**src/corr_config.svh**
```systemverilog
////////////////////////////////////////////////////////////////////////////
// Array size, CIC filter and accumulator width defines for the
// microphone-array lag correlator
////////////////////////////////////////////////////////////////////////////
`ifndef CORR_CONFIG_SVH
`define CORR_CONFIG_SVH

// Microphones in the array
`define NUM_MICS 3
// Lags per baseline, a power of two so the history pointer wraps cleanly
`define NUM_LAGS 8
// One baseline for every pair i<j
`define NUM_BASELINES (`NUM_MICS * (`NUM_MICS - 1) / 2)

// PDM strobes per audio sample
`define DECIM 16
// CIC register width, all stages wrap at this width
`define CIC_W 32
// Gain is DECIM**5, the shift brings it back into the sample range
`define CIC_SHIFT 4

// Audio sample and lag accumulator widths
`define SAMPLE_W 18
`define ACC_W 48

// Samples summed before the accumulators are read out
`define INTEG_SAMPLES 4

`endif

```
**src/corr_pkg.sv**
```systemverilog
////////////////////////////////////////////////////////////////////////////
// Sample, accumulator, lag index and baseline index types
////////////////////////////////////////////////////////////////////////////
`include "corr_config.svh"

package corr_pkg;

  // Index widths, at least one bit each
  localparam int LAG_IDX_W = (`NUM_LAGS > 1) ? $clog2(`NUM_LAGS) : 1;
  localparam int BL_IDX_W  = (`NUM_BASELINES > 1) ? $clog2(`NUM_BASELINES) : 1;

  // Decimated audio sample
  typedef logic signed [`SAMPLE_W-1:0] sample_t;
  // Sum of products for one lag
  typedef logic signed [`ACC_W-1:0]    acc_t;
  typedef logic [LAG_IDX_W-1:0]        lag_idx_t;
  typedef logic [BL_IDX_W-1:0]         bl_idx_t;

endpackage

```
**src/cic_decimator.sv**
```systemverilog
////////////////////////////////////////////////////////////////////////////
// Five-stage CIC decimator for one PDM microphone
////////////////////////////////////////////////////////////////////////////
`timescale 1ns/1ns
`include "corr_config.svh"

module cic_decimator
  import corr_pkg::*;
#(
  parameter int DECIM_RATIO = `DECIM
) (
  input  logic    clk_in,
  input  logic    i_rst,
  input  logic    i_pdm_valid,
  input  logic    i_pdm_bit,
  output logic    o_sample_valid,
  output sample_t o_sample
);

  localparam int CNT_W = (DECIM_RATIO > 1) ? $clog2(DECIM_RATIO) : 1;
  localparam logic signed [`CIC_W-1:0] PDM_POS = 1;
  localparam logic signed [`CIC_W-1:0] PDM_NEG = -1;

  logic signed [`CIC_W-1:0] integ     [5];
  logic signed [`CIC_W-1:0] integ_nxt [5];
  // Previous decimated input of each comb stage
  logic signed [`CIC_W-1:0] comb_dly  [5];
  // comb_val[0] feeds the first comb, comb_val[5] is the filter output
  logic signed [`CIC_W-1:0] comb_val  [6];
  logic [CNT_W-1:0]         dec_cnt;
  logic                     dec_fire;

  always_comb begin
    // PDM 1 is +1, PDM 0 is -1
    integ_nxt[0] = integ[0] + (i_pdm_bit ? PDM_POS : PDM_NEG);
    // Each integrator adds the fresh value of the stage before
    for (int k = 1; k < 5; k++) begin
      integ_nxt[k] = integ[k] + integ_nxt[k-1];
    end
    comb_val[0] = integ_nxt[4];
    for (int c = 0; c < 5; c++) begin
      comb_val[c+1] = comb_val[c] - comb_dly[c];
    end
  end

  // Last strobe of the decimation window
  assign dec_fire = i_pdm_valid && (dec_cnt == CNT_W'(DECIM_RATIO - 1));

  always_ff @(posedge clk_in) begin
    if (i_rst) begin
      for (int k = 0; k < 5; k++) begin
        integ[k]    <= '0;
        comb_dly[k] <= '0;
      end
      dec_cnt        <= '0;
      o_sample_valid <= 1'b0;
    end else begin
      o_sample_valid <= dec_fire;
      if (i_pdm_valid) begin
        integ   <= integ_nxt;
        dec_cnt <= dec_fire ? '0 : dec_cnt + 1'b1;
      end
      if (dec_fire) begin
        for (int c = 0; c < 5; c++) begin
          comb_dly[c] <= comb_val[c];
        end
      end
    end
  end

  // Scaled comb output, narrowed to the sample width
  always_ff @(posedge clk_in) begin
    if (dec_fire) begin
      o_sample <= sample_t'(comb_val[5] >>> `CIC_SHIFT);
    end
  end

  // Source must leave at least one idle cycle between strobes
  a_strobe_gap: assert property (@(posedge clk_in) disable iff (i_rst)
    i_pdm_valid |=> !i_pdm_valid);

endmodule

```
**config.mk**
```make
export PLATFORM = sky130hd
export DESIGN_NAME = cic_decimator
export DESIGN_NICKNAME = d
export VERILOG_FILES = /design/src/corr_pkg.sv /design/src/cic_decimator.sv
export VERILOG_INCLUDE_DIRS = /design/src
export SDC_FILE = /design/constraint.sdc
export NUM_CORES = 1
export LEC_CHECK = 0
export ABC_AREA = 1
export BUFFER_PORTS_ARGS = -buffer_cell sky130_fd_sc_hd__buf_2
export CORE_ASPECT_RATIO = 0.5
export CORE_MARGIN = 2
export CORE_UTILIZATION = 35
export CTS_BUF_LIST = sky130_fd_sc_hd__clkbuf_2
export CTS_CLUSTER_DIAMETER = 100
export DETAILED_ROUTE_END_ITERATION = 12
export PLACE_DENSITY_LB_ADDON = 0.1
export SYNTH_ARGS = -nofsm -noshare
export SYNTH_HDL_FRONTEND = slang
export SYNTH_SLANG_ARGS = --single-unit
```
**constraint.sdc**
```tcl
create_clock -name clk_in -period 23.6 [get_ports clk_in]
set_input_delay 1.18 -clock clk_in [delete_from_list [all_inputs] [get_ports clk_in]]
set_output_delay 1.18 -clock clk_in [all_outputs]
set_load 0.02 [all_outputs]
```
Word-level counts from Yosys, hierarchy flattened:

Memories as Yosys holds them, arrays and structs flattened.
Index checks and enable logic that the tools add are counted.

* register bits: 183
* RAM bits: 160
* output and inout port bits: 19
* logic and storage cells: 39
* memories kept: 1

Memories
* comb_dly: depth 5, bits a word 32, rd ports 5, clocked after memory_dff 0, wr ports 5, RTL line cic_decimator.sv:27 `` logic signed [`CIC_W-1:0] comb_dly [5]; ``

* add/sub/neg operators: 11
* eq/ne operators: 1
* muxes and demuxes: 12
* bitwise logic cells: 5
* reduce and logical (&&, ||, !) cells: 1

Operators by type and width (number)
* 32-bit two-way mux: 6
* 32-bit adder: 5
* 32-bit subtractor: 4
* 22-bit subtractor: 1
* 1-bit two-way mux: 5
* 1-bit OR: 5
* 4-bit by 1-bit adder with 4-bit output, second input constant: 1
* 4-bit == test, second input constant: 1
* 4-bit two-way mux: 1
* 1-bit logical AND: 1

Depth between registers and ports, before layout:

* depth in word-level cells: 11
* gate-level depth with buffers: 64
* mapped depth without buffers: 64

Worst setup path after synthesis:

No wires, ideal clock.

* kind: input port to flip-flop
* start point: in i_pdm_bit
* end point: reg o_sample[17], data pin
* arrival: 10755 ps
* data required time: 23348 ps
* slack: 12593 ps
* cell stages on the path: 56
* buffers on the path: 0
* cell sequence: inv_1 > ha_1 > or2_1 > nand2_1 > xnor2_1 > ha_1 > nand2_1 > o21ai_1 > a21oi_1 > o21bai_1 > xor2_1 > inv_1 > ha_1 > a21oi_1 > inv_1 > a21oi_1 > xnor2_1 > ha_1 > [20 not listed] > a21oi_1 > nand2_1 > o21a_1 > xor2_1 > ha_1 > nand2_1 > inv_1 > a311oi_1 > nand2_1 > xor2_1 > inv_1 > ha_1 > a21o_1 > a21o_1 > xor2_1 > inv_1 > nand2_1 > nand2_1

RTL lines
* from (decl): RTL line cic_decimator.sv:15 `input logic i_pdm_bit,`
* to (signal assigned): RTL line cic_decimator.sv:74 `` o_sample <= sample_t'(comb_val[5] >>> `CIC_SHIFT); ``
* to (decl): RTL line cic_decimator.sv:17 `output sample_t o_sample`

==> impl_metrics.json <==
{
  "status": "complete, no violations",
  "cts_buffers": 69,
  "hold_viol_final": 0,
  "cp_num_buf_inv": 6,
  "min_period_ns": 11.80,
  "dieWidth_um": 327,
  "cts_hold_buffers": 0,
  "cts_sinks": 243,
  "slew_headroom_pct": 30.4,
  "use_met2_pct": 25.0,
  "place_hpwl_um": 27300,
  "drtIter0Drc": 521,
  "grt_pass1_vias": 13710,
  "area_growth_pct": 8.03,
  "routed_via_density": 4.47,
  "cp-startpoint": "i_pdm_bit",
  "grt_setup_unrepaired": "no",
  "synth_area_um2": 18300,
  "async_reset_ff_share_pct": 0,
  "routed_wl_um": 38200,
  "hold_start": "integ[4]",
  "busiest_layer": "met2",
  "worst-path-max-fanout": 20,
  "cts.path.max_buffers": 3,
  "synth.area.top_cells": "edfxtp_1 (21%), ha_1 (14%), dfxtp_1 (13%)",
  "multi_input_area_um2": 10100,
  "fp.coreArea_um2": 51700,
  "drive_gt1_share_pct": 7.63,
  "regArea_um2": 6150,
  "worstSetupEndpointType": "register",
  "drc": 0,
  "ios": 23,
  "cp.arrival_ns": 12.52,
  "grt_pass1_wl_um": 64700,
  "max_stage_delay_ns": 0.41,
  "crit_family": "compound AO/OA/AOI/OAI gates",
  "crit_required_ns": 24.32,
  "avgRoutedWirePerCell_um": 12.1,
  "period_share_pct": 50.0,
  "vias": 14121,
  "yosysTopAreaCell": "edfxtp_1",
  "synth_edf_count": 128,
  "first_pass_iters": 4,
  "ant_nets": 0,
  "clock_tree.htree_level_count": 3,
  "ys.flop_type": "edfxtp_1",
  "cts.reportedPaths.clkPinSlew_ns": 0.11,
  "ys_seq_elements": 243,
  "grt_util_met3_pct": 3.48,
  "crit_type": "primary input to register",
  "routabilityCongestion": 0.779,
  "setup_violations": 0,
  "hold_path_class": "register to register",
  "tns_ns": 0,
  "fmax_mhz": 84.7,
  "finClkSkew_ns": 0.110,
  "tritoncts": "yes",
  "grt_usage_pct": 14.6,
  "cpMostUsedCell": "ha_1",
  "final_nets": 2630,
  "grt_max_degree": 96,
  "synth_top_area_share_pct": 21.1,
  "met1_usage_pct": 18.0,
  "clock_latency_ns": 0.98,
  "grt_antenna_before_repair": 1,
  "rows": 59,
  "die_h_um": 165,
  "worstMarginPinSlew_ns": 1.04,
  "start_kind": "primary input",
  "yosys_warnings": 0,
  "die_area_um2": 54100,
  "cts_setup_buffers": 0,
  "slew_violations": 0,
  "syn_inst": 2357,
  "port_buffers": 22,
  "ys_seq_area_share_pct": 33.7,
  "cts-root-buf": "clkbuf_2",
  "n_fill_cell": 5474,
  "start_util_pct": 35.3,
  "syn_area_per_cell_um2": 7.74,
  "ctsResizeCount": 0,
  "post_synth_num_cell_types": 45,
  "synthesis.nets": 2580,
  "gr-total-overflow": 0,
  "critPathSlowestCell": "ha_1",
  "r2r_start": "integ[128]",
  "maxCapViolCount": 0
}
-- cells in the final DEF (no fill, tap or decap), types with 100 or more instances in the layout --
cell and count:
inv_1 475, xor2_1 123, nand2_1 254, dfxtp_1 115, clkbuf_2 100, a21oi_1 214, ha_1 210, nor2_1 311
edfxtp_1 128, o21ai_0 125
-- layout make-up --
type	instances	area share (%)
Sequential cell	243	31.2
Timing Repair Buffer	29	0.838
Inverter	478	9.11
Clock inverter	15	0.489
Clock buffer	100	2.54
Multi-Input combinational cell	1586	51.4
Antenna cell	4	0.0508
Tap cell	701	4.45
-- per-stage QoR --
step	hold slack, ns	instance area, um2	worst slack (ns)	utilization [%]	instances
2_1_floorplan	0.449	18300	12.59	-	2357
3_3_place_gp	0.473	19100	10.76	36.9	3037
3_5_place_dp	0.476	19100	10.76	36.9	3037
4_1_cts	0.363	19700	11.76	38.1	3152
5_1_grt	0.364	19700	10.63	38.1	3156
6_report	0.492	19700	11.80	38.1	3156
-- synthesized netlist by cell type, types with 13 or more instances --
master and n:
a21oi_1 214, a31oi_1 13, nand2_1 255, inv_1 477, xnor2_1 66, o21bai_1 13
edfxtp_1 128, nand3_1 58, nor3_1 15, clkbuf_1 46, xor2_1 123, o21ai_1 38
dfxtp_1 115, nor2_1 312, nand3_2 21, o21ai_0 125, o211ai_1 25, ha_1 210
-- routing by layer --
layer  vias to the layer above  part of all wire (%)
li1                       7806                     -
met1                      6094                    50
met2                       131                    44
met3                        90                   3.3
met4                         0                   2.7
met5                         -                     0
-- sequential cells by signal, summed over array words and instances (netlist names) --
| signal | count |
|---|---|
| comb_dly | 110 |
| integ | 110 |
| o_sample | 18 |
| dec_cnt | 4 |
| o_sample_valid | 1 |
-- tightest hold or removal path, cell delays in order, from the launching register on --
cell      delay (ns)
dfxtp_1         0.33
o211ai_1        0.08
inv_1           0.05
-- path summary, 6_finish.rpt --
check	cells past startpoint	endpoint	slack, ns
worst max-delay path	60	o_sample[17]	11.80
worst min-delay path	2	integ[4]	0.49
worst max register to register	58	o_sample[17]	11.87
worst min register to register	2	integ[4]	0.49
-- kinds of logic after synthesis --
family | synth area share (%)
buffers and inverters | 10.9
AOI/OAI and AO/OA | 14.8
adders and majority gates | 15.4
DFF | 33.7
and+or+nand+nor | 16.2
xor gates and xnor gates | 9.07
Power is not shown: default switching activity piles up to over one toggle a cycle in this logic, so the estimate is an artifact.
