==> src/corr_config.svh <==
////////////////////////////////////////////////////////////////////////////
// Array size, CIC filter and accumulator width defines for the
// microphone-array lag correlator
////////////////////////////////////////////////////////////////////////////
`ifndef CORR_CONFIG_SVH
`define CORR_CONFIG_SVH

// Microphones in the array
`define NUM_MICS 3
// Lags per baseline, a power of two so the history pointer wraps cleanly
`define NUM_LAGS 8
// One baseline for every pair i<j
`define NUM_BASELINES (`NUM_MICS * (`NUM_MICS - 1) / 2)

// PDM strobes per audio sample
`define DECIM 16
// CIC register width, all stages wrap at this width
`define CIC_W 32
// Gain is DECIM**5, the shift brings it back into the sample range
`define CIC_SHIFT 4

// Audio sample and lag accumulator widths
`define SAMPLE_W 18
`define ACC_W 48

// Samples summed before the accumulators are read out
`define INTEG_SAMPLES 4

`endif

==> src/corr_pkg.sv <==
////////////////////////////////////////////////////////////////////////////
// Sample, accumulator, lag index and baseline index types
////////////////////////////////////////////////////////////////////////////
`include "corr_config.svh"

package corr_pkg;

  // Index widths, at least one bit each
  localparam int LAG_IDX_W = (`NUM_LAGS > 1) ? $clog2(`NUM_LAGS) : 1;
  localparam int BL_IDX_W  = (`NUM_BASELINES > 1) ? $clog2(`NUM_BASELINES) : 1;

  // Decimated audio sample
  typedef logic signed [`SAMPLE_W-1:0] sample_t;
  // Sum of products for one lag
  typedef logic signed [`ACC_W-1:0]    acc_t;
  typedef logic [LAG_IDX_W-1:0]        lag_idx_t;
  typedef logic [BL_IDX_W-1:0]         bl_idx_t;

endpackage

==> src/integration_ctrl.sv <==
////////////////////////////////////////////////////////////////////////////
// Integration period counter and accumulator export walk
////////////////////////////////////////////////////////////////////////////
`timescale 1ns/1ns
`include "corr_config.svh"

module integration_ctrl
  import corr_pkg::*;
(
  input  logic     clk_in,
  input  logic     i_rst,
  input  logic     i_pass_done,
  input  acc_t     i_rd_data_all [`NUM_BASELINES],
  output logic     o_period_first,
  output lag_idx_t o_rd_addr,
  output logic     o_acc_valid,
  output bl_idx_t  o_acc_bl,
  output lag_idx_t o_acc_lag,
  output acc_t     o_acc_data,
  output logic     o_acc_last
);

  localparam int PER_W = (`INTEG_SAMPLES > 1) ? $clog2(`INTEG_SAMPLES) : 1;
  localparam logic [PER_W-1:0] LAST_PASS = PER_W'(`INTEG_SAMPLES - 1);
  localparam lag_idx_t LAST_LAG = lag_idx_t'(`NUM_LAGS - 1);
  localparam bl_idx_t  LAST_BL  = bl_idx_t'(`NUM_BASELINES - 1);

  logic [PER_W-1:0] pass_cnt;
  logic             walk_active;
  bl_idx_t          walk_bl;
  lag_idx_t         walk_lag;
  logic             walk_start;
  logic             walk_issue;
  logic             walk_last;

  // Last pass of the period kicks off the export
  assign walk_start     = i_pass_done && (pass_cnt == LAST_PASS);
  // Word 0 is read on the start edge itself, address is already zero
  assign walk_issue     = walk_start || walk_active;
  assign walk_last      = (walk_bl == LAST_BL) && (walk_lag == LAST_LAG);
  assign o_period_first = (pass_cnt == '0);
  assign o_rd_addr      = walk_lag;
  // Read data of the baseline issued a cycle earlier
  assign o_acc_data     = i_rd_data_all[o_acc_bl];

  always_ff @(posedge clk_in) begin
    if (i_rst) begin
      pass_cnt    <= '0;
      walk_active <= 1'b0;
      walk_bl     <= '0;
      walk_lag    <= '0;
      o_acc_valid <= 1'b0;
      o_acc_last  <= 1'b0;
      o_acc_bl    <= '0;
      o_acc_lag   <= '0;
    end else begin
      if (i_pass_done) begin
        pass_cnt <= (pass_cnt == LAST_PASS) ? '0 : pass_cnt + 1'b1;
      end
      // Index delayed by one to match the RAM read latency
      o_acc_valid <= walk_issue;
      o_acc_last  <= walk_issue && walk_last;
      if (walk_issue) begin
        o_acc_bl    <= walk_bl;
        o_acc_lag   <= walk_lag;
        walk_active <= !walk_last;
        // Baseline-major, lag-minor
        if (walk_lag == LAST_LAG) begin
          walk_lag <= '0;
          walk_bl  <= walk_last ? '0 : walk_bl + 1'b1;
        end else begin
          walk_lag <= walk_lag + 1'b1;
        end
      end
    end
  end

  // Export must finish before the correlators run the next pass
  a_no_pass_in_export: assert property (@(posedge clk_in) disable iff (i_rst)
    (walk_active || o_acc_valid) |-> !i_pass_done);

endmodule

==> config.mk <==
export PLATFORM = sky130hd
export DESIGN_NAME = integration_ctrl
export DESIGN_NICKNAME = d
export VERILOG_FILES = /design/src/corr_pkg.sv /design/src/integration_ctrl.sv
export VERILOG_INCLUDE_DIRS = /design/src
export SDC_FILE = /design/constraint.sdc
export NUM_CORES = 1
export LEC_CHECK = 0
export BUFFER_PORTS_ARGS = -buffer_cell sky130_fd_sc_hd__buf_2
export CORE_ASPECT_RATIO = 2
export CORE_MARGIN = 3
export CORE_UTILIZATION = 29
export CTS_CLUSTER_SIZE = 16
export DETAILED_ROUTE_END_ITERATION = 10
export MAX_ROUTING_LAYER = met4
export PLACE_DENSITY_LB_ADDON = 0.3
export SYNTH_ARGS = -nofsm -noshare
export SYNTH_HDL_FRONTEND = slang
export SYNTH_SLANG_ARGS = --single-unit
==> constraint.sdc <==
create_clock -name clk_in -period 1.5 [get_ports clk_in]
set_clock_uncertainty 0.15 [all_clocks]
set_input_delay 0 -clock clk_in [delete_from_list [all_inputs] [get_ports clk_in]]
set_output_delay 0 -clock clk_in [all_outputs]
set_load 0.01 [all_outputs]
## Yosys cells after proc, flatten, opt, wreduce, memory -nomap -nowiden

Cells that the tools add are included.

- Input bits: 147
- Flip-flop bits (word level): 15

- Reductions and logical operators: 7
- Add/subtract/negate cells: 3
- Bitwise gates (word level): 1
- Muxes and demuxes: 6
- $lt $le $gt $ge: 1
- Eq/ne operators: 3

Operators with widths:

| cell | number |
|---|---|
| 48-bit binary-select mux with 2-bit select | 1 |
| 48-bit two-way mux | 2 |
| 2-bit by 1-bit adder with 2-bit output (second input constant) | 2 |
| 2-bit == test (second input constant) | 2 |
| 2-bit two-way mux | 2 |
| 3-bit by 1-bit adder with 3-bit output (second input constant) | 1 |
| 3-bit == test (second input constant) | 1 |
| 3-bit >= comparator (second input constant) | 1 |
| 1-bit logical AND | 3 |
| 3-bit two-way mux | 1 |
| 2-bit inverter with 3-bit output | 1 |
| 2-bit zero test | 1 |
| 2-bit AND reduction | 1 |
| 1-bit zero test | 1 |
| 1-bit logical OR | 1 |

## Longest topological paths before layout

- Depth in word-level cells: 4
- Depth in mapped cells: 6
- Gate-level depth less buffers: 5

## Least setup slack after synthesis

Ideal clock, no wire load.

- Path type: register to register
- Start: register walk_lag[0], in the netlist o_rd_addr[0]
- End: register walk_bl[0]
- Slack: -0.089 ns
- Required time: 1.279 ns
- Cell stages (with the launch flop): 6
- Buffers on the path: 0
- Arrival: 1.368 ns
- Cells stage by stage: dfxtp_1 ha_1 ha_1 inv_1 or4_1 a21oi_1

- Longest elaborated chain between the ends: 3
- Elaborated cells on any way between the ends: 4
- Those cells by class: eq/ne: 1; mux: 1; reduce/logical: 2

Ends and longest elaborated chain:

| what | RTL line | source |
|---|---|---|
| start: declaration | integration_ctrl.sv:31 | `lag_idx_t walk_lag;` |
| start signal: assignment | integration_ctrl.sv:72 | `walk_lag <= walk_lag + 1'b1;` |
| 3-bit == test (*) | integration_ctrl.sv:40, integration_ctrl.sv:68 |  |
| 1-bit logical AND | integration_ctrl.sv:40 | `assign walk_last = (walk_bl == LAST_BL) && (walk_lag == LAST_LAG);` |
| 2-bit two-way mux | integration_ctrl.sv:70 | `walk_bl <= walk_last ? '0 : walk_bl + 1'b1;` |
| end signal: assignment | integration_ctrl.sv:70 |  |
| end: declaration | integration_ctrl.sv:30 | `bl_idx_t walk_bl;` |

Every way passes the cells marked *; elsewhere a longest branch is shown, timed or not.
A chain may end at the register's enable or synchronous reset.

## Final worst setup path

- Start: register o_acc_bl[1]
- End: output port o_acc_data[27]

- Longest elaborated chain between the ends: 4

Ends and longest elaborated chain:

| what | RTL line | source |
|---|---|---|
| start: declaration | integration_ctrl.sv:17 | `output bl_idx_t o_acc_bl,` |
| start signal: assignment | integration_ctrl.sv:64 | `o_acc_bl <= walk_bl;` |
| 2-bit inverter with 3-bit output (implied by the code) | integration_ctrl.sv:44 | `assign o_acc_data = i_rd_data_all[o_acc_bl];` |
| 48-bit binary-select mux with 2-bit select | integration_ctrl.sv:44 |  |
| 48-bit two-way mux (implied by the code) (2 in a row) | integration_ctrl.sv:44 |  |
| end: declaration | integration_ctrl.sv:19 | `output acc_t o_acc_data,` |

No other way between the ends. The select of a mux whose other input is x is not followed.

==> results_dict.tcl <==
set metrics [dict create \
    outcome "finished with violations" \
    violations "setup timing" \
    synth_cells 226 \
    fillers 517 \
    grt_pass1_wl_um 10600 \
    avgSynthCellArea_um2 7.05 \
    grt-ovfl-total 0 \
    ys_seq_area_share_pct 18.8 \
    ant_nets 0 \
    critPathKind "reg -> out" \
    stdcell_count 496 \
    ys_top_cells_by_area "mux2i_1, dfxtp_1, nand2_1" \
    synthFlopType "dfxtp_1" \
    clockBufferDepth 2 \
    syn-num-nets 377 \
    synth_cell_types 21 \
    period_needed_ns 1.53 \
    yosys.cell_count.top_type "nand2_1" \
    post-route-drc-count 0 \
    placementRows 37 \
    synth_enable_flop_cells 0 \
    syn_to_final_growth_pct 86.5 \
    drt_iter0_markers 108 \
    insertion_delay_ns 0.24 \
    grt_pass1_vias 2259 \
    finalMaxSlewViolations 0 \
    first_pass_iters 4 \
    portBuffers 205 \
    finalHoldViolCount 0 \
    grt_start_max_net_pins 29 \
    wirelength_um 7700 \
    yosys.area.top_type_share_pct 31.4 \
    synthArstFlopShare_pct 0 \
    setup_violations 14 \
    worst_setup_path_end_kind "primary output" \
    cts_sinks 15 \
    multiInputGateArea_mm2 0.00123 \
    h-tree-depth 1 \
    hold_ws_ns 0.134 \
    crit_fanout 24 \
    drive_gt1_share_pct 55.1 \
    initial_core_util_pct 30.5 \
    synthTopCellsByCount "nand2_1, mux2i_1, o21ai_0" \
    fp.dieH_um 111 \
    via_per_inst 4.94 \
    core-area_mm2 0.00523 \
    maxCapViolations 0 \
    peakVddDrop_mv 0.475 \
    numCtsBuffers 3 \
    synth_top_cell_by_area "mux2i_1" \
    dieArea_mm2 0.00648 \
    tightest_slew_ns 0.297 \
    die_w_um 58.4 \
    cts_root_buf "clkbuf_8" \
    synth_seq_cells 15 \
    fin_nets 589 \
    max_freq_mhz 655 \
    place_inst 483 \
    cts_tree "yes" \
    timing.final.crit_share_pct 102 \
    io_pins 206 \
    yosys_warnings 0 \
    p_leak_uw 0.00137 \
    worst_slack_ns -0.0263 \
    antenna_found_initial 1 \
    arrival_ns 1.38 \
    gp_congestion 0.845 \
    grt_usage_pct 20.8 \
    pwr_density_cell_mw_per_mm2 391 \
    cp.required_ns 1.35 \
    seqCellArea_um2 312 \
    final_util_pct 56.8 \
    drt-wirelength-per-cell_um 15.5 \
    rsz0062_at_grt "true" \
    hpwl_um 5650 \
    clk_pin_slew_ns 0.06 \
    vias 2449 \
    slew_headroom_pct 80.1 \
    fin_setup_tns_ns -0.129 \
    hold_class "in -> out" \
    crit_path_start_kind "flop" \
    syn-cell-area_mm2 0.00159 \
]
sequential cells by signal, indices dropped and copies added, names as in the netlist:
name / flops
walk_active: 1
o_acc_valid: 1
o_rd_addr: 3
o_acc_bl: 2
o_acc_last: 1
o_acc_lag: 3
walk_bl: 2
pass_cnt: 2
cell type report:
| type | instances | area share [%] |
|---|---|---|
| Antenna cell | 1 | 0.0842 |
| Sequential cell | 15 | 10.5 |
| Timing Repair Buffer | 225 | 43.6 |
| Multi-Input combinational cell | 190 | 41.5 |
| Tap cell | 58 | 2.44 |
| Inverter | 3 | 0.379 |
| Clock buffer | 4 | 1.52 |
timing repair:
item / 4_1_cts / 5_1_grt
hold buffers: 2 / 0
hold endpoints to repair: 14 / 0
endpoints found under the setup margin: 48 / 50
pin swaps: 9 / 4
cloned: 2 / 2
setup buffers: 2 / 2
resized for setup: 26 / 13
final timing paths:
check	startpoint	to	slack, ns	cells past startpoint
setup / recovery	o_acc_bl[1]$_SDFFE_PP0P_	o_acc_data[27]	-0.03	5
hold / removal	i_rd_data_all[58]	o_acc_data[10]	0.13	4
setup reg to reg	o_rd_addr[0]$_SDFFE_PP0P_	walk_bl[0]$_SDFFE_PP0P_	0.05	5
hold reg to reg	o_acc_lag[2]$_SDFFE_PP0P_	o_acc_lag[2]$_SDFFE_PP0P_	0.31	2
critical path, cell delays in order, from the launching register on:
cell and delay [ns]:
dfxtp_4 0.36, and2b_2 0.29, buf_12 0.18, nand2_1 0.09
o21ai_1 0.07, buf_2 0.15
cell families (layout without fill, tap and decap cells):
group,count (synthesis),count (layout),share of synthesized area (%)
adder cells (fa/ha/maj),4,4,3.14
multiplexers,50,50,31.4
AO/OA/AOI/OAI,63,63,20.3
flip-flops,15,15,18.8
other,0,1,0
buffers and inverters,21,232,8.01
AND/OR/NAND/NOR,73,73,18.3
power breakdown:
| part | total [µW] | internal (µW) | switching (µW) |
|---|---|---|---|
| logic | 432 | 247 | 185 |
| clock network | 320 | 188 | 133 |
| registers | 410 | 404 | 6.75 |
| total | 1160 | 838 | 325 |
layout by cell type, fill, tap and decap left out, types with 4 or more instances in the layout:
cell / n
a21oi_1: 8
buf_2: 205
buf_4: 10
dfxtp_1: 10
mux2i_1: 49
nand2_1: 64
nor2_1: 4
o21ai_0: 21
o21ai_1: 29
through the flow:
stage	cell area [µm²]	power [µW]	worst slack (ns)
3_3_place_gp	2730	822	0.0158
6_report	2970	1160	-0.0263
2_1_floorplan	1610	548	0.00263
4_1_cts	2880	1160	-0.0467
5_1_grt	2970	1220	-0.0933
3_5_place_dp	2730	832	-0.0139
per-layer routing:
metal / routed length, µm / track usage (%) / share of wire (%) / up-vias
met1: 2480 / 18.8 / 32 / 1093
met4: 142 / 4.49 / 1.8 / 0
li1: - / - / - / 1209
met5: 0 / - / 0 / -
met3: 723 / 3.38 / 9.4 / 8
met2: 4350 / 41.8 / 57 / 139
Power figures use the tool's default switching activity.
