## config.mk

```make
export PLATFORM = sky130hd
export DESIGN_NAME = sample_history
export DESIGN_NICKNAME = d
export VERILOG_FILES = /design/src/corr_pkg.sv /design/src/lag_ram.sv /design/src/sample_history.sv
export VERILOG_INCLUDE_DIRS = /design/src
export SDC_FILE = /design/constraint.sdc
export NUM_CORES = 1
export LEC_CHECK = 0
export BUFFER_PORTS_ARGS = -buffer_cell sky130_fd_sc_hd__clkbuf_2
export CORE_MARGIN = 2
export CORE_UTILIZATION = 50
export CTS_CLUSTER_SIZE = 16
export DETAILED_ROUTE_END_ITERATION = 10
export GPL_TIMING_DRIVEN = 0
export PLACE_DENSITY_LB_ADDON = 0.3
export SLEW_MARGIN = 10
export SYNTH_ARGS = -nofsm -noshare
export SYNTH_HDL_FRONTEND = slang
export SYNTH_HIERARCHICAL = 1
export SYNTH_SLANG_ARGS = --single-unit
export TNS_END_PERCENT = 5
```

## constraint.sdc

```tcl
create_clock -name clk_in -period 3.6 [get_ports clk_in]
set_input_delay 0.54 -clock clk_in [delete_from_list [all_inputs] [get_ports clk_in]]
set_output_delay 0.54 -clock clk_in [all_outputs]
set_load 0.1 [all_outputs]
```

## src/corr_config.svh

```systemverilog
////////////////////////////////////////////////////////////////////////////
// Array size, CIC filter and accumulator width defines for the
// microphone-array lag correlator
////////////////////////////////////////////////////////////////////////////
`ifndef CORR_CONFIG_SVH
`define CORR_CONFIG_SVH

// Microphones in the array
`define NUM_MICS 3
// Lags per baseline, a power of two so the history pointer wraps cleanly
`define NUM_LAGS 8
// One baseline for every pair i<j
`define NUM_BASELINES (`NUM_MICS * (`NUM_MICS - 1) / 2)

// PDM strobes per audio sample
`define DECIM 16
// CIC register width, all stages wrap at this width
`define CIC_W 32
// Gain is DECIM**5, the shift brings it back into the sample range
`define CIC_SHIFT 4

// Audio sample and lag accumulator widths
`define SAMPLE_W 18
`define ACC_W 48

// Samples summed before the accumulators are read out
`define INTEG_SAMPLES 4

`endif

```

## src/corr_pkg.sv

```systemverilog
////////////////////////////////////////////////////////////////////////////
// Sample, accumulator, lag index and baseline index types
////////////////////////////////////////////////////////////////////////////
`include "corr_config.svh"

package corr_pkg;

  // Index widths, at least one bit each
  localparam int LAG_IDX_W = (`NUM_LAGS > 1) ? $clog2(`NUM_LAGS) : 1;
  localparam int BL_IDX_W  = (`NUM_BASELINES > 1) ? $clog2(`NUM_BASELINES) : 1;

  // Decimated audio sample
  typedef logic signed [`SAMPLE_W-1:0] sample_t;
  // Sum of products for one lag
  typedef logic signed [`ACC_W-1:0]    acc_t;
  typedef logic [LAG_IDX_W-1:0]        lag_idx_t;
  typedef logic [BL_IDX_W-1:0]         bl_idx_t;

endpackage

```

## src/lag_ram.sv

```systemverilog
////////////////////////////////////////////////////////////////////////////
// Simple dual-port RAM, one write port and one registered read port
////////////////////////////////////////////////////////////////////////////
`timescale 1ns/1ns

module lag_ram #(
  parameter type word_t = logic [31:0],
  parameter int  DEPTH  = 8
) (
  input  logic                     clk_in,
  input  logic                     i_we,
  input  logic [$clog2(DEPTH)-1:0] i_waddr,
  input  word_t                    i_wdata,
  input  logic [$clog2(DEPTH)-1:0] i_raddr,
  output word_t                    o_rdata
);

  // Sample slots or lag accumulators, depending on word_t
  word_t mem [DEPTH];

  always_ff @(posedge clk_in) begin
    if (i_we) begin
      mem[i_waddr] <= i_wdata;
    end
  end

  // Read data one cycle after the address
  // A read of the word being written returns the old word
  always_ff @(posedge clk_in) begin
    o_rdata <= mem[i_raddr];
  end

endmodule

```

## src/sample_history.sv

```systemverilog
////////////////////////////////////////////////////////////////////////////
// Sample ring buffer for one microphone, streams lags 0..NUM_LAGS-1
////////////////////////////////////////////////////////////////////////////
`timescale 1ns/1ns
`include "corr_config.svh"

module sample_history
  import corr_pkg::*;
(
  input  logic     clk_in,
  input  logic     i_rst,
  input  logic     i_sample_valid,
  input  sample_t  i_sample,
  output sample_t  o_cur_sample,
  output logic     o_lag_valid,
  output lag_idx_t o_lag_idx,
  output sample_t  o_lag_sample
);

  localparam int       FILL_W   = $clog2(`NUM_LAGS + 1);
  localparam lag_idx_t LAST_LAG = lag_idx_t'(`NUM_LAGS - 1);

  lag_idx_t          wr_ptr;
  lag_idx_t          rd_addr;
  lag_idx_t          pass_cnt;
  logic              pass_active;
  // Samples stored since reset, saturates at NUM_LAGS
  logic [FILL_W-1:0] fill_cnt;
  logic              lag_empty;
  sample_t           ram_rdata;

  // Newest sample sits one slot below the write pointer
  assign rd_addr = wr_ptr - lag_idx_t'(1) - pass_cnt;

  lag_ram #(
    .word_t (sample_t),
    .DEPTH  (`NUM_LAGS)
  ) hist_ram_i (
    .clk_in  (clk_in),
    .i_we    (i_sample_valid),
    .i_waddr (wr_ptr),
    .i_wdata (i_sample),
    .i_raddr (rd_addr),
    .o_rdata (ram_rdata)
  );

  always_ff @(posedge clk_in) begin
    if (i_rst) begin
      wr_ptr      <= '0;
      pass_cnt    <= '0;
      pass_active <= 1'b0;
      fill_cnt    <= '0;
      o_lag_valid <= 1'b0;
      o_lag_idx   <= '0;
      lag_empty   <= 1'b0;
    end else begin
      // Stream flags line up with the one-cycle RAM read
      o_lag_valid <= pass_active;
      o_lag_idx   <= pass_cnt;
      lag_empty   <= FILL_W'(pass_cnt) >= fill_cnt;
      if (i_sample_valid) begin
        wr_ptr      <= wr_ptr + 1'b1;
        pass_active <= 1'b1;
        pass_cnt    <= '0;
        if (fill_cnt != FILL_W'(`NUM_LAGS)) begin
          fill_cnt <= fill_cnt + 1'b1;
        end
      end else if (pass_active) begin
        pass_active <= (pass_cnt != LAST_LAG);
        pass_cnt    <= pass_cnt + 1'b1;
      end
    end
  end

  // Held for the whole pass
  always_ff @(posedge clk_in) begin
    if (i_sample_valid) begin
      o_cur_sample <= i_sample;
    end
  end

  // Lags older than the stored history read as zero
  assign o_lag_sample = lag_empty ? '0 : ram_rdata;

  // Next sample only after the previous pass has drained
  a_no_overlap: assert property (@(posedge clk_in) disable iff (i_rst)
    i_sample_valid |-> !pass_active && !o_lag_valid);

endmodule

```

Word level (Yosys, flattened, before mapping)
Memories as Yosys holds them, arrays and structs flattened. A register that Yosys moved wholly into a read port is not among the register bits. Index checks and enable logic that the tools add are counted.

Memory bits (writable): 144. Memories: 1. Output and inout bits: 40. Logic and storage cells: 24. Register bits after elaboration: 34.

Reductions and logical operators: 2. Magnitude comparators: 1. Muxes and demuxes: 5. Equality and inequality tests: 2. Add/subtract/negate cells: 5.

Memory list: hist_ram_i.mem (depth 8, bits a word 18, read ports 1, clocked after memory_dff 1, wr ports 1, RTL line lag_ram.sv:19) `word_t mem [DEPTH];`.

Operator list (count): two-way mux 18 bit (1); adder 3 x 1 -> 3 bit (second input constant) (2); adder 4 x 1 -> 4 bit (second input constant) (1); greater-or-equal comparator 3 x 4 -> 1 bit (1); two-way mux 1 bit (4); != test 4 bit (second input constant) (1); != test 3 bit (second input constant) (1); subtractor 3 x 1 -> 3 bit (second input constant) (1); subtractor 3 bit (1); AND reduction 2 bit (1); OR reduction 2 bit (1).

Longest topological paths before layout
Gate-level depths: netlist (run 1).

Word-level depth: 3. Mapped depth: 9. Depth with buffers taken out: 7.

Modules after synthesis
The synthesis (run 1) kept the hierarchy.

Modules (own cells, without submodules): lag_ram (instances 1, cells an instance 239, sequential area each 4684.5 µm², area each 5964.5 µm²); sample_history (instances 1, cells an instance 113, sequential area each 860.8 µm², area each 1437.6 µm²).

Worst setup path after synthesis (run 1)
No wires, ideal clock.

Path type: register to register. From: register pass_cnt[0]. To: register hist_ram_i/o_rdata[10] in the netlist's numbering, read port of hist_ram_i.mem. Period minus slack after synthesis: 2.440 ns. Setup time: 0.121 ns. Path buffers: 2. Required time: 3.479 ns. Stages on the path, launching flop included: 10. Slack: 1.160 ns. Arrival: 2.320 ns. Cell sequence: dfxtp_1 inv_1 ha_1 fa_1 xor2_1 xnor2_1 clkbuf_2 buf_1 mux4_1 mux2_2.

Cells in the longest elaborated chain, start to end: 1.

Ends and longest elaborated chain: start: declaration (RTL line sample_history.sv:25) `lag_idx_t pass_cnt;`; start signal: assignment (RTL line sample_history.sv:70) `pass_cnt <= pass_cnt + 1'b1;`; subtractor 3 bit (RTL line sample_history.sv:33) `assign rd_addr = wr_ptr - lag_idx_t'(1) - pass_cnt;`; net rd_addr[2] (RTL line sample_history.sv:24) `lag_idx_t rd_addr;`; end: declaration (RTL line lag_ram.sv:15) `output word_t o_rdata`.

The timed path passes the listed nets, and every way through them passes these cells. A chain may end at the register's enable or synchronous reset.

Worst setup path in the final report (run 1)
From: register pass_cnt[0]. To: register hist_ram_i/o_rdata[9] in the netlist's numbering, read port of hist_ram_i.mem.

Same word-level chain as after synthesis.

==> results of run 1 <==
Yosys cell counts, drive strengths merged, types with 6 or more instances:
cell	n	area, sq um
nor2b	13	81.3
mux4	36	946
edfxtp	162	4860
ha	9	113
mux2	18	203
nor2	15	56.3
buf	12	85.1
inv	6	22.5
and2b	7	52.6
dfxtp	34	681
metal layers:
metal | vias to the layer above | share of wire, %
li1 | 1598 | -
met5 | - | 0
met4 | 0 | 1.5
met1 | 1797 | 45
met2 | 70 | 49
met3 | 13 | 4.2
final timing paths:
check / cells past startpoint / endpoint / from / slack [ns]
worst min-delay path: 1 / o_cur_sample[17]$_DFFE_PP_ / i_sample[17] / 0.40
worst max-delay path: 9 / hist_ram_i/o_rdata[9]$_DFF_P_ / pass_cnt[0]$_SDFFE_PP0P_ / 0.56
worst max register to register: 9 / hist_ram_i/o_rdata[9]$_DFF_P_ / pass_cnt[0]$_SDFFE_PP0P_ / 0.56
worst min register to register: 2 / fill_cnt[2]$_SDFFE_PP0P_ / fill_cnt[2]$_SDFFE_PP0P_ / 0.51
through the flow:
step / instances / setup slack (ns) / utilization, %
floorplan: 352 / 1.16 / -
global placement: 595 / -0.659 / 54.8
detailed placement: 605 / 0.532 / 55.8
CTS: 637 / 0.503 / 59.7
global route: 637 / 0.399 / 59.7
finish: 637 / 0.558 / 59.7
logic make-up after synthesis:
group	count (synthesis)	synth area share, %
XOR/XNOR	6	0.710
AO/OA/AOI/OAI	5	0.592
buffers and inverters	21	1.66
multiplexers	57	15.9
adder cells (fa/ha/maj)	10	1.79
AND/OR/NAND/NOR	57	4.41
flip-flops	196	74.9
power groups by stage:
| stage | clock [mW] | combinational (mW) | sequential [mW] |
|---|---|---|---|
| after floorplan | 0 | 0.655 | 2.78 |
| after global placement | 0 | 0.957 | 2.66 |
| after detailed placement | 0 | 0.982 | 2.67 |
| after CTS | 1.83 | 0.987 | 2.62 |
| after global routing | 1.92 | 1.02 | 2.63 |
| final | 1.79 | 0.975 | 2.62 |
critical path: cells and delay by family (launching register included):
family     cells  cell delay [ns]
flops          1             0.37
buf+inv        3             0.97
mux            2             0.69
xor+xnor       2             0.30
fa+ha+maj      2             0.59
final cells by class:
type                            instances  area share (%)
Clock buffer                           30            6.45
Timing Repair Buffer                   69            4.89
Tap cell                              184            2.66
Inverter                                6           0.260
Multi-Input combinational cell        135            20.3
Clock inverter                          2           0.116
Buffer                                 15            1.16
Sequential cell                       196            64.1
flip-flops by register name (all words and copies together) (netlist names):
| signal | flops |
|---|---|
| o_cur_sample | 18 |
| fill_cnt | 4 |
| hist_ram_i/mem | 144 |
| pass_active | 1 |
| wr_ptr | 3 |
| lag_empty | 1 |
| pass_cnt | 3 |
| o_lag_valid | 1 |
| o_lag_idx | 3 |
| hist_ram_i/o_rdata | 18 |
==> results.tsv, run 1 <==
stage	metric	value	unit
clock_network	cts.sinks	196	
power_and_ir_drop	p_sw	1.48	mW
finish	fin_nets	471	
floorplan	pin_count	61	
global_routing	use_met2	27.9	%
timing	rsz0062_at_grt	no	
global_routing	first_global_vias	3514	
placed_design	port_buffers	59	
drt	drcViolationCount	0	
critical_path	critPathMaxFanout	10	
timing	final_hold_viol_count	0	
critical_path	cp-start-kind	flip-flop	
global_routing	grt_usage	17.5	%
clock_network	clkTransAtPathRegs	0.06	ns
drt	drt-initial-drc-count	315	
finish	drive_gt1_share	29.8	%
drt	via_per_inst	5.46	
drt	detail-route-antenna-nets	0	
placed_design	placed_area	8080	sq um
timing	timing.fmax	329	MHz
yosys	async_reset_ff_share	0	%
clock_network	cts_tree	built	
floorplan	rows	44	
finish	multi_input_area	1760	sq um
drt	first_pass_iters	5	
power_and_ir_drop	intPower	3.90	mW
global_routing	grt_max_degree	25	
power_and_ir_drop	power_frac_comb	18.1	%
placed_design	hpwl	8250	um
clock_network	cts_setup_buffers	0	
yosys	synth-seq-area-share	74.9	%
yosys	synthesis.nets	383	
power_and_ir_drop	max-vdd-ir-drop	0.328	mV
timing	timing.slew.headroom	49.1	%
yosys	synthCells	352	
clock_network	post_cts_resized	0	
critical_path	cp-end-kind	flip-flop	
power_and_ir_drop	total_leakage_power	3.18	nW
floorplan	core	14500	sq um
power_and_ir_drop	p_sw_share	27.6	%
timing	skew	0.00791	ns
floorplan	fp.dieArea	15800	sq um
yosys	synth_seq_cells	196	
finish	diodes	0	
power_and_ir_drop	pwr-share-seq	48.6	%
finish	regArea	5550	sq um
floorplan	die_h	126	um
yosys	synthDistinctLibCells	31	
floorplan	die_w	126	um
min_path	worst_hold_path_type	input pin to flip-flop	
job	max-cap-violations	0	
yosys	synth_edf_count	162	
global_routing	overflow	0	
finish	nFillCells	1032	
power_and_ir_drop	power_density	622	nW/um^2
finish	syn2layout_area_growth	16.8	%
drt	finalWirelength	13200	um
timing	period_share	84.5	%
clock_network	htree_levels	4	
yosys	syn_avg_cell_area	21.0	sq um
placed_design	place.gp.congestion	0.685	
clock_network	hold_buffers	0	
timing	drv_slew	0	
finish	finish.instance_area	8650	sq um
timing	whs	0.398	ns
timing	final.setup.tns	0	ns
critical_path	setup.worst_path.class	flip-flop to flip-flop	
finish	layout_commonest_cell	edfxtp_1	
clock_network	numCtsBuffers	17	
critical_path	cp_data_required_time	3.92	ns
timing	setup_viol	0	
yosys	netlist_area	7400	sq um
global_routing	grt_pass1_wl	20100	um
clock_network	cts_buffer_depth	2	
power_and_ir_drop	clockPowerShare	33.3	%
clock_network	cts_root_buf	clkbuf_16	
critical_path	crit_arrival	3.36	ns
timing	fin_crit	3.04	ns
yosys	synthFlopType	edfxtp_1	
power_and_ir_drop	power	5.38	mW
clock_network	insertion_delay	0.43	ns
critical_path	worstPathCellList	inv_1 -> ha_1 -> fa_1 -> xor2_1 -> xnor2_1 -> clkbuf_2 -> buf_1 -> mux4_1 -> mux2_2	
critical_path	max_stage_delay	0.59	ns
finish	final_cell_mix	edfxtp_1, clkbuf_2, mux4_1	
critical_path	slowest_stage	buf_1	
global_routing	grt_use_met3	4.67	%
drt	num_vias	3478	
timing	worstMarginPinSlew	0.764	ns
global_routing	gr-max-usage-layer	met2	
drt	post_drt_wl_per_cell	20.7	um
status	status	finished, final reports clean	
global_routing	antenna_found_initial	0	
floorplan	initial_core_util	51.1	%
global_routing	use_met1	23.2	%
yosys	synth_warnings	6	
(Power assumes the default switching activity.)
==> run 2, diff against run 1 <==
clock period = 2.8 ns   (was 3.6 ns; I/O delays follow)
==> run 2 against run 1 <==
Die area did not move. Setup slack got worse by 0.38 ns. Cell count did not move. Clock skew barely moved. Final area rose by 0.10%. Sequential share of layout area fell by 0.065 points. Routed wire length fell by 0.31%. Fmax rose by 16%. Global-route usage did not move. Worst hold slack got worse by 0.12 ns. Via count rose by 0.66%. Largest cell class unchanged. Highest routed layer unchanged.
==> results.tsv, run 2 (synthesis results as in run 1) <==
stage	metric	value	unit	change
clock_network	cts_tree	built		
floorplan	die_w	126	um	unchanged
timing	fin_crit	2.63	ns	-0.415 ns
critical_path	worstPathCellList	inv_1 -> ha_1 -> fa_1 -> clkbuf_2 -> buf_1 -> mux2_2		
critical_path	cp-start-kind	flip-flop		
clock_network	hold_buffers	0		unchanged
timing	final_hold_viol_count	0		unchanged
floorplan	core	14500	sq um	unchanged
clock_network	cts_setup_buffers	0		unchanged
critical_path	setup.worst_path.class	flip-flop to flip-flop		
power_and_ir_drop	intPower	5.01	mW	+29%
placed_design	placed_area	8080	sq um	unchanged
finish	fin_nets	471		unchanged
critical_path	regToRegStartpoint	pass_cnt[0]$_SDFFE_PP0P_		
global_routing	antenna_found_initial	0		unchanged
drt	drt-initial-drc-count	329		+4.4%
power_and_ir_drop	pwr-share-seq	48.6	%	about the same
finish	final_cell_mix	edfxtp_1, clkbuf_2, mux4_1		
timing	timing.slew.headroom	48.6	%	-0.45 points
timing	period_share	93.8	%	+9.3 points
clock_network	cts.sinks	196		unchanged
critical_path	crit_start	pass_cnt[0]$_SDFFE_PP0P_		
power_and_ir_drop	p_sw_share	27.5	%	-0.040 points
floorplan	pin_count	61		unchanged
finish	nFillCells	1033		+0.097%
drt	num_vias	3501		+0.66%
floorplan	die_h	126	um	unchanged
clock_network	cts_root_buf	clkbuf_16		
timing	setup_viol	0		unchanged
min_path	worst_hold_path_type	input pin to flip-flop		
power_and_ir_drop	max-vdd-ir-drop	0.424	mV	+29%
drt	post_drt_wl_per_cell	20.6	um	-0.31%
power_and_ir_drop	power	6.92	mW	+29%
critical_path	max_stage_delay	0.63	ns	+0.04 ns
clock_network	cts_buffer_depth	2		unchanged
placed_design	place_inst	605		unchanged
power_and_ir_drop	total_leakage_power	3.18	nW	+0.16%
critical_path	critPathMaxFanout	10		unchanged
finish	top_register	hist_ram_i/mem		
floorplan	initial_core_util	51.1	%	unchanged
timing	worstMarginPinSlew	0.770	ns	+0.00672 ns
finish	diodes	0		unchanged
drt	finalWirelength	13100	um	-0.31%
min_path	min_from	i_sample[17]		
global_routing	overflow	0		unchanged
global_routing	grt_usage	17.5	%	unchanged
global_routing	first_global_vias	3514		unchanged
finish	instances_no_fill	637		unchanged
placed_design	pre_cts_slack	-0.268	ns	-0.800 ns
power_and_ir_drop	power_density	799	nW/um^2	+28%
critical_path	cp_data_required_time	3.12	ns	-0.80 ns
drt	via_per_inst	5.50		+0.66%
floorplan	fp.dieArea	15800	sq um	unchanged
drt	detail-route-antenna-nets	0		unchanged
finish	finish.instance_area	8660	sq um	+0.10%
critical_path	crit_arrival	2.94	ns	-0.42 ns
timing	skew	0.00751	ns	-0.000400 ns
placed_design	hpwl	8250	um	unchanged
finish	largest_reg_flops	144		unchanged
clock_network	htree_levels	4		unchanged
global_routing	grt_max_degree	25		unchanged
timing	final.setup.tns	0	ns	unchanged
clock_network	numCtsBuffers	17		unchanged
finish	drive_gt1_share	30.0	%	+0.22 points
finish	reg_top3	hist_ram_i/mem (144), hist_ram_i/o_rdata (18), o_cur_sample (18)		
floorplan	rows	44		unchanged
critical_path	cp-end-kind	flip-flop		
power_and_ir_drop	clockPowerShare	33.3	%	about the same
critical_path	slowest_stage	buf_1		
clock_network	clkTransAtPathRegs	0.06	ns	about the same
finish	syn2layout_area_growth	17.0	%	
timing	rsz0062_at_grt	no		
placed_design	place.gp.congestion	0.685		unchanged
drt	drcViolationCount	0		unchanged
timing	drv_slew	0		unchanged
timing	fin_ws	0.174	ns	-0.385 ns
drt	first_pass_iters	4		-1
timing	timing.fmax	381	MHz	+16%
finish	multi_input_area	1760	sq um	unchanged
power_and_ir_drop	p_sw	1.91	mW	+28%
clock_network	insertion_delay	0.43	ns	about the same
finish	layout_commonest_cell	edfxtp_1		
finish	regArea	5550	sq um	unchanged
power_and_ir_drop	power_frac_comb	18.1	%	about the same
job	max-cap-violations	0		unchanged
global_routing	grt_pass1_wl	20100	um	unchanged
status	status	finished, final reports clean		
placed_design	port_buffers	59		unchanged
-- run 2: routing by layer --
metal  share of wire (%)  GRT usage [%]
met1                  45           23.2
met2                  49           27.9
met3                 4.8           4.67
met4                 1.6           7.25
met5                   0              0
-- run 2: final timing paths --
| kind | cells after the start | end | slack (ns) |
|---|---|---|---|
| worst max-delay path | 6 | hist_ram_i/o_rdata[9]$_DFF_P_ | 0.17 |
| worst min-delay path | 1 | o_cur_sample[17]$_DFFE_PP_ | 0.28 |
| worst max register to register | 6 | hist_ram_i/o_rdata[9]$_DFF_P_ | 0.17 |
| worst min register to register | 2 | fill_cnt[2]$_SDFFE_PP0P_ | 0.51 |
-- run 2: through the flow --
stage / utilization (%) / hold WS, ns
2_1_floorplan: - / 0.462
3_3_place_gp: 54.8 / 0.482
3_5_place_dp: 55.8 / 0.491
4_1_cts: 59.7 / 0.260
5_1_grt: 59.8 / 0.275
6_report: 59.8 / 0.281
-- run 2: repair_timing --
| action | 4_1_cts | 5_1_grt |
|---|---|---|
| endpoints found under the setup margin | 11 | 18 |
| endpoints found under the hold margin | 0 | 0 |
| resized for setup | 1 | 7 |
-- run 2: power groups by stage --
stage | sequential, mW | clock, mW | combinational [mW]
finish | 3.36 | 2.30 | 1.25
global route | 3.38 | 2.47 | 1.31
CTS | 3.36 | 2.35 | 1.27
detailed placement | 3.43 | 0 | 1.26
global placement | 3.42 | 0 | 1.23
floorplan | 3.57 | 0 | 0.842
-- run 2: area by class of cell --
class	count	area share (%)
flip-flops and latches	196	64.1
multi-input cells	135	20.3
clock buffers	30	6.45
repair buffers	69	4.89
well taps	184	2.66
plain buffers	15	1.26
inverters	6	0.260
clock inverters	2	0.116
-- run 2: critical path, delay by kind of cell (launching register included) --
family | cells | cell delay, ns
buffers and inverters | 3 | 1.02
adders and majority gates | 2 | 0.70
muxes | 1 | 0.42
DFF | 1 | 0.37
